### config.mk
export PLATFORM = sky130hd
export DESIGN_NAME = outputChannel
export DESIGN_NICKNAME = d
export VERILOG_FILES = /design/src/nocPkg.sv /design/src/outputChannel.sv /design/src/switchStage.sv /design/src/outputArbiter.sv /design/src/packetTimer.sv /design/src/flitDecoder.sv
export SDC_FILE = /design/constraint.sdc
export NUM_CORES = 1
export LEC_CHECK = 0
export ABC_AREA = 0
export BUFFER_PORTS_ARGS = -buffer_cell sky130_fd_sc_hd__buf_4
export CORE_MARGIN = 4
export CORE_UTILIZATION = 51
export DETAILED_ROUTE_END_ITERATION = 16
export GPL_ROUTABILITY_DRIVEN = 0
export GPL_TIMING_DRIVEN = 0
export PLACE_DENSITY = 0.72
export RECOVER_POWER = 100
export SLEW_MARGIN = 0
export SYNTH_ARGS = -nofsm -noshare
export SYNTH_HDL_FRONTEND = slang
export SYNTH_SLANG_ARGS = --single-unit
### constraint.sdc
create_clock -name clk -period 17.4 [get_ports clk]
set_clock_uncertainty 0.1 [all_clocks]
set_input_delay 1.74 -clock clk [delete_from_list [all_inputs] [get_ports clk]]
set_output_delay 1.74 -clock clk [all_outputs]
set_load 0.02 [all_outputs]
### src/nocPkg.sv
package nocPkg;

  // Local, North, East, West, South.
  localparam int numPorts = 5;

  typedef logic [2:0] portIdxT;
  typedef logic [numPorts-1:0] portVecT;

  localparam portIdxT portLocal = 3'd0;
  localparam portIdxT portNorth = 3'd1;
  localparam portIdxT portEast  = 3'd2;
  localparam portIdxT portWest  = 3'd3;
  localparam portIdxT portSouth = 3'd4;

  localparam logic [2:0] headerId = 3'd1; // Marks the first flit of a packet.

  typedef struct packed
  {
    logic [2:0]  flitId;
    logic [11:0] length; // Valid in header flits only.
    logic [15:0] data;
  } flitT;

  typedef struct packed
  {
    logic    valid;
    portIdxT src;
    flitT    flit;
  } outFlitT;

  // Bit 0 is idle, bits 1 to 5 follow the port order.
  typedef enum logic [5:0]
  {
    idle   = 6'b000001,
    grantL = 6'b000010,
    grantN = 6'b000100,
    grantE = 6'b001000,
    grantW = 6'b010000,
    grantS = 6'b100000
  } arbStateT;

endpackage
### src/outputChannel.sv
`timescale 1ns/1ns

module outputChannel
  import nocPkg::*;
#(
  parameter int TimerWidth = 12
)
(
  input  logic    clk,
  input  logic    rst,
  input  flitT    inFlit [numPorts],
  input  portVecT inReq,
  output outFlitT outFlit
);

  flitT                  decFlit [numPorts];
  portVecT               decReq;
  portVecT               decHeader;
  portVecT               grant;
  logic [TimerWidth-1:0] decLength [numPorts];

  // Header length field sized to the timer.
  for (genvar p = 0; p < numPorts; p++)
  begin : lengthTap
    assign decLength[p] = TimerWidth'(decFlit[p].length);
  end

  flitDecoder decodeStage (
    .clk      (clk),
    .rst      (rst),
    .inFlit   (inFlit),
    .inReq    (inReq),
    .decFlit  (decFlit),
    .decReq   (decReq),
    .decHeader(decHeader)
  );

  outputArbiter #(
    .TimerWidth(TimerWidth)
  ) arbStage (
    .clk    (clk),
    .rst    (rst),
    .req    (decReq),
    .header (decHeader),
    .lengths(decLength),
    .grant  (grant)
  );

  switchStage switchInst (
    .clk    (clk),
    .rst    (rst),
    .grant  (grant),
    .decFlit(decFlit),
    .outFlit(outFlit)
  );

endmodule

### src/switchStage.sv
`timescale 1ns/1ns

module switchStage
  import nocPkg::*;
(
  input  logic    clk,
  input  logic    rst,
  input  portVecT grant,
  input  flitT    decFlit [numPorts],
  output outFlitT outFlit
);

  portIdxT selIdx;
  outFlitT nextOut;

  // Grant is one-hot, so the encoder needs no priority.
  always_comb
  begin
    selIdx = portLocal;
    for (int p = 0; p < numPorts; p++)
    begin
      if (grant[p])
        selIdx = portIdxT'(p);
    end
  end

  always_comb
  begin
    nextOut = '0; // Idle cycles drive an all-zero flit.
    if (|grant)
    begin
      nextOut.valid = 1'b1;
      nextOut.src   = selIdx;
      nextOut.flit  = decFlit[selIdx];
    end
  end

  always_ff @(posedge clk)
  begin
    if (rst)
      outFlit <= '0;
    else
      outFlit <= nextOut;
  end

endmodule

### src/outputArbiter.sv
`timescale 1ns/1ns

module outputArbiter
  import nocPkg::*;
#(
  parameter int TimerWidth = 12
)
(
  input  logic                  clk,
  input  logic                  rst,
  input  portVecT               req,
  input  portVecT               header,
  input  logic [TimerWidth-1:0] lengths [numPorts],
  output portVecT               grant
);

  arbStateT state;
  arbStateT nextState;
  portVecT  run;
  portVecT  timesUp;
  portIdxT  curPort;
  logic     busy;

  function automatic arbStateT stateOf(portIdxT p);
    case (p)
      portLocal: return grantL;
      portNorth: return grantN;
      portEast:  return grantE;
      portWest:  return grantW;
      portSouth: return grantS;
      default:   return idle;
    endcase
  endfunction

  // Scans span ports after last, nearest first in cyclic order.
  function automatic arbStateT pickNext(portVecT reqs, portIdxT last, int span);
    arbStateT pick;
    int       idx;
    pick = idle;
    for (int k = span; k >= 1; k--)
    begin
      idx = (int'(last) + k) % numPorts;
      if (reqs[idx])
        pick = stateOf(portIdxT'(idx)); // Closer ports overwrite farther ones.
    end
    return pick;
  endfunction

  always_comb
  begin
    busy    = 1'b1;
    curPort = portLocal;
    case (state)
      grantL: curPort = portLocal;
      grantN: curPort = portNorth;
      grantE: curPort = portEast;
      grantW: curPort = portWest;
      grantS: curPort = portSouth;
      default:
      begin
        busy = 1'b0; // Idle.
      end
    endcase
  end

  // Holder keeps the output while it requests and its timer has not expired.
  // On release the scan wraps round to the holder last, so a lone requester
  // is granted again at once.
  always_comb
  begin
    nextState = pickNext(req, portSouth, numPorts); // Idle scan starts at Local.
    run       = '0;
    if (busy)
    begin
      if (req[curPort] && !timesUp[curPort])
      begin
        nextState    = state;
        run[curPort] = 1'b1;
      end
      else
      begin
        nextState = pickNext(req, curPort, numPorts);
      end
    end
  end

  always_ff @(posedge clk)
  begin
    if (rst)
      state <= idle;
    else
      state <= nextState;
  end

  assign grant = state[numPorts:1];

  for (genvar p = 0; p < numPorts; p++)
  begin : timers
    packetTimer #(
      .TimerWidth(TimerWidth)
    ) timerInst (
      .clk    (clk),
      .rst    (rst),
      .load   (header[p]),
      .length (lengths[p]),
      .run    (run[p]),
      .timesUp(timesUp[p])
    );
  end

endmodule

### src/packetTimer.sv
`timescale 1ns/1ns

module packetTimer
#(
  parameter int TimerWidth = 12
)
(
  input  logic                  clk,
  input  logic                  rst,
  input  logic                  load,
  input  logic [TimerWidth-1:0] length,
  input  logic                  run,
  output logic                  timesUp
);

  logic [TimerWidth-1:0] timeout;
  logic [TimerWidth-1:0] count;

  always_ff @(posedge clk)
  begin
    if (rst)
    begin
      timeout <= '0;
      count   <= '0;
    end
    else
    begin
      if (load)
        timeout <= length; // Kept until the next header.
      if (run)
        count <= count + 1'b1;
      else
        count <= '0;
    end
  end

  // Count runs 0..timeout, so a burst is timeout plus one cycles.
  assign timesUp = (count == timeout);

endmodule

### src/flitDecoder.sv
`timescale 1ns/1ns

module flitDecoder
  import nocPkg::*;
(
  input  logic    clk,
  input  logic    rst,
  input  flitT    inFlit [numPorts],
  input  portVecT inReq,
  output flitT    decFlit [numPorts],
  output portVecT decReq,
  output portVecT decHeader
);

  portVecT headerHit;

  // A header only counts when its port is actually requesting.
  always_comb
  begin
    for (int p = 0; p < numPorts; p++)
    begin
      headerHit[p] = inReq[p] && (inFlit[p].flitId == headerId);
    end
  end

  always_ff @(posedge clk)
  begin
    if (rst)
    begin
      for (int p = 0; p < numPorts; p++)
      begin
        decFlit[p] <= '0;
      end
      decReq    <= '0;
      decHeader <= '0;
    end
    else
    begin
      for (int p = 0; p < numPorts; p++)
      begin
        decFlit[p] <= inFlit[p];
      end
      decReq    <= inReq;
      decHeader <= headerHit; // Timers load on this flag.
    end
  end

endmodule

==> run metrics <==
status=finished with violations; failing checks=max-capacitance violations, max-slew violations; post-synth top area share=0.473; Via density=approximately 5.5; RSZ-0062 raised after global routing=false; vias in the first global route=approximately 11,000; dpl ws=about 10 ns; Yosys reg bits=~330; Clock Path Buffers=3; Seq/Total Area, Yosys=0.473; root buf cell=clkbuf_16; xor/xnor share of the synthesized area=0.0748; post-cts gate resize count=0; Layout area overhead=21.3%; crit path kind=reg2reg; Worst Setup End Kind=flip-flop; commonest cells in the netlist=dfxtp_1, nor2_1, nor2b_1; fin crit period=~7.9 ns; Clock Sinks=326; die width=173 um; Hold WC Path Type=reg2reg; Post-Synth Adder-Cell Area=0.0236; Initial Util=0.524; GR Util All Layers=0.251; routed wire length=just under 40,000 um; hold-fix buffers at CTS=0; I/O Buffers=196; CTS HTree Levels=2; first-pass GRT wire length=61,000 um; Setup Fix Bufs, Post-CTS=0; simple-gate portion of the synthesized area=0.226; critical-path maximum fanout=14; I/O pin cnt=between 150 and 200; Post-synth EDFFs=0; Clk Latency, worst-skew pair=0.50 ns; peak supply drop=about 0.064 mV; worst setup margin=approximately 9.5 ns; pin count of the biggest net entering global routing=15; worst slew pin tran=between 2 and 2.5 ns; largest cells by area after synthesis=dfxtp_1, nor2b_1, mux2i_1, nor2_1, xnor2_1; Hold Vio Cnt, Final=0; Post-synth top flop=dfxtp_1; Power Dens Cells=between 100 and 150 nW/um2; worst endpoint required time=17.74 ns; Yosys top cell by area=dfxtp_1; crit start category=flip-flop; Layout fillers=about 2,200; post-synthesis mux area share=0.0737; layout cells sized above 1=0.133; die area=29,800 um2; total grt overflow=0; wire per inst=18.5 um; DR vias=11,441; crit path DAT=8.22 ns; Slew headroom=-0.423; post-synthesis compound-gate area fraction=0.0983; count leader, synth=dfxtp_1; initial drt markers=between 800 and 900; post-detailed-route count of antenna-violating nets=0; clock buffer count from CTS=34; Async S/R FF share, synth=0; mapped cell area=about 14,000 um2; synthesized area per cell=between 9 and 10 um2; Mapped Cells=~1,500; Yosys cell types=around 70; First-pass DRT Iterations=5; FMAX=between 100 and 150 MHz; combinational family with the most area after synthesis=simple AND/OR/NAND/NOR gates; Static Leak=between 6 and 7 nW; CTS tree=done; syn_nets=~1,700; initial antenna violation count=0; hpwl dp=roughly 30,000 um; Ys Warns=0; # DRC=0; Final period util=0.453; Die Span Y=roughly 170 um; final setup vio count=0; ANT cells=0; Fin Setup TNS=0 ns; max_cap viols=1; row count=a little under 60; core area=roughly 26,000 um2; clock slew at reported path FFs=around 0.060 ns; Nets=~1,900; Slew Limit Fails=10
-- cells by family after synthesis --
kind of cell / Yosys count
fa+ha+maj: 26
mux: 99
flops: 326
xor+xnor: 117
compound gates: 209
simple gates: 614
buf+inv: 111
-- final cells by class --
class	instances	area (um2)	share of cell area
sequential	326	6530	0.390
multi-input combinational	1065	6830	0.408
buffer	80	310	0.0185
tap	335	419	0.0250
clock buffer	48	1000	0.0600
inverter	31	116	0.00695
clock inverter	12	198	0.0118
timing repair buffer	196	1340	0.0800
-- registers in the layout, indices dropped and copies added (netlist names) --
signal                             flops
arbStage.timers.timerInst.count       60
decodeStage.decFlit                  155
decodeStage.decReq                     5
arbStage.state                         6
decodeStage.decHeader                  5
switchInst.outFlit                    35
arbStage.timers.timerInst.timeout     60
-- layer usage --
| layer | share of wire | wire (um) | GRT usage |
|---|---|---|---|
| met1 | 0.43 | 16700 | 0.323 |
| met2 | 0.48 | 18500 | 0.430 |
| met3 | 0.059 | 2300 | 0.0437 |
| met4 | 0.034 | 1310 | 0.0888 |
| met5 | 0 | 0 | 0 |
-- per-stage QoR --
step           hold WS (ns)  std cells   util  area, um2  power [mW]
2_1_floorplan         0.337       1502      -      13800       0.922
3_3_place_gp          0.348       2033  0.596      15700        1.00
3_5_place_dp          0.355       2033  0.596      15700        1.01
4_1_cts               0.369       2093  0.641      16900        1.76
5_1_grt               0.401       2093  0.635      16700        1.82
6_report              0.362       2093  0.635      16700        1.76
-- cell usage in the layout, fill, tap and decap left out, drive strengths merged, types with 6 or more instances in the layout --
master / count
a21oi: 53
a31oi: 11
and3: 24
buf: 172
clkbuf: 152
clkinv: 8
dfxtp: 326
ha: 26
inv: 28
mux2i: 96
nand2: 71
nand3: 52
nand4: 35
nor2: 207
nor2b: 165
nor3: 13
nor4: 11
o211ai: 35
o21ai: 52
o31ai: 6
xnor2: 81
xor2: 36
-- worst max-delay path: stages (launching register included) --
cell      delay [ns]
dfxtp_1         0.30
clkbuf_1        0.20
nor4_1          0.83
nand2_1         0.50
clkinv_1        0.33
clkbuf_1        0.59
ha_1            0.26
clkbuf_1        0.41
o21ai_0         0.30
nand2_1         0.19
ha_1            0.22
nor2_1          0.09
o211a_1         0.13
a211oi_1        0.66
xnor2_1         0.32
ha_1            0.45
or3_1           0.13
o21ai_0         0.08
a221o_1         0.37
a211o_1         0.33
or4_4           0.50
a211oi_1        0.32
o211a_1         0.19
-- power breakdown --
group | internal (mW) | switching, mW
Combinational | 0.0849 | 0.119
Sequential | 0.773 | 0.0128
Clock | 0.478 | 0.289
Total | 1.34 | 0.421
-- path summary, 6_finish.rpt --
path,start,end,slack (ns),cells after the start
worst min-delay path,decodeStage.decFlit[12],switchInst.outFlit[12],0.36,2
worst max-delay path,arbStage.state[5],arbStage.state[2],9.52,22
worst min register to register,decodeStage.decFlit[12],switchInst.outFlit[12],0.36,2
worst max register to register,arbStage.state[5],arbStage.state[2],9.52,22
Power figures use the tool's default switching activity.
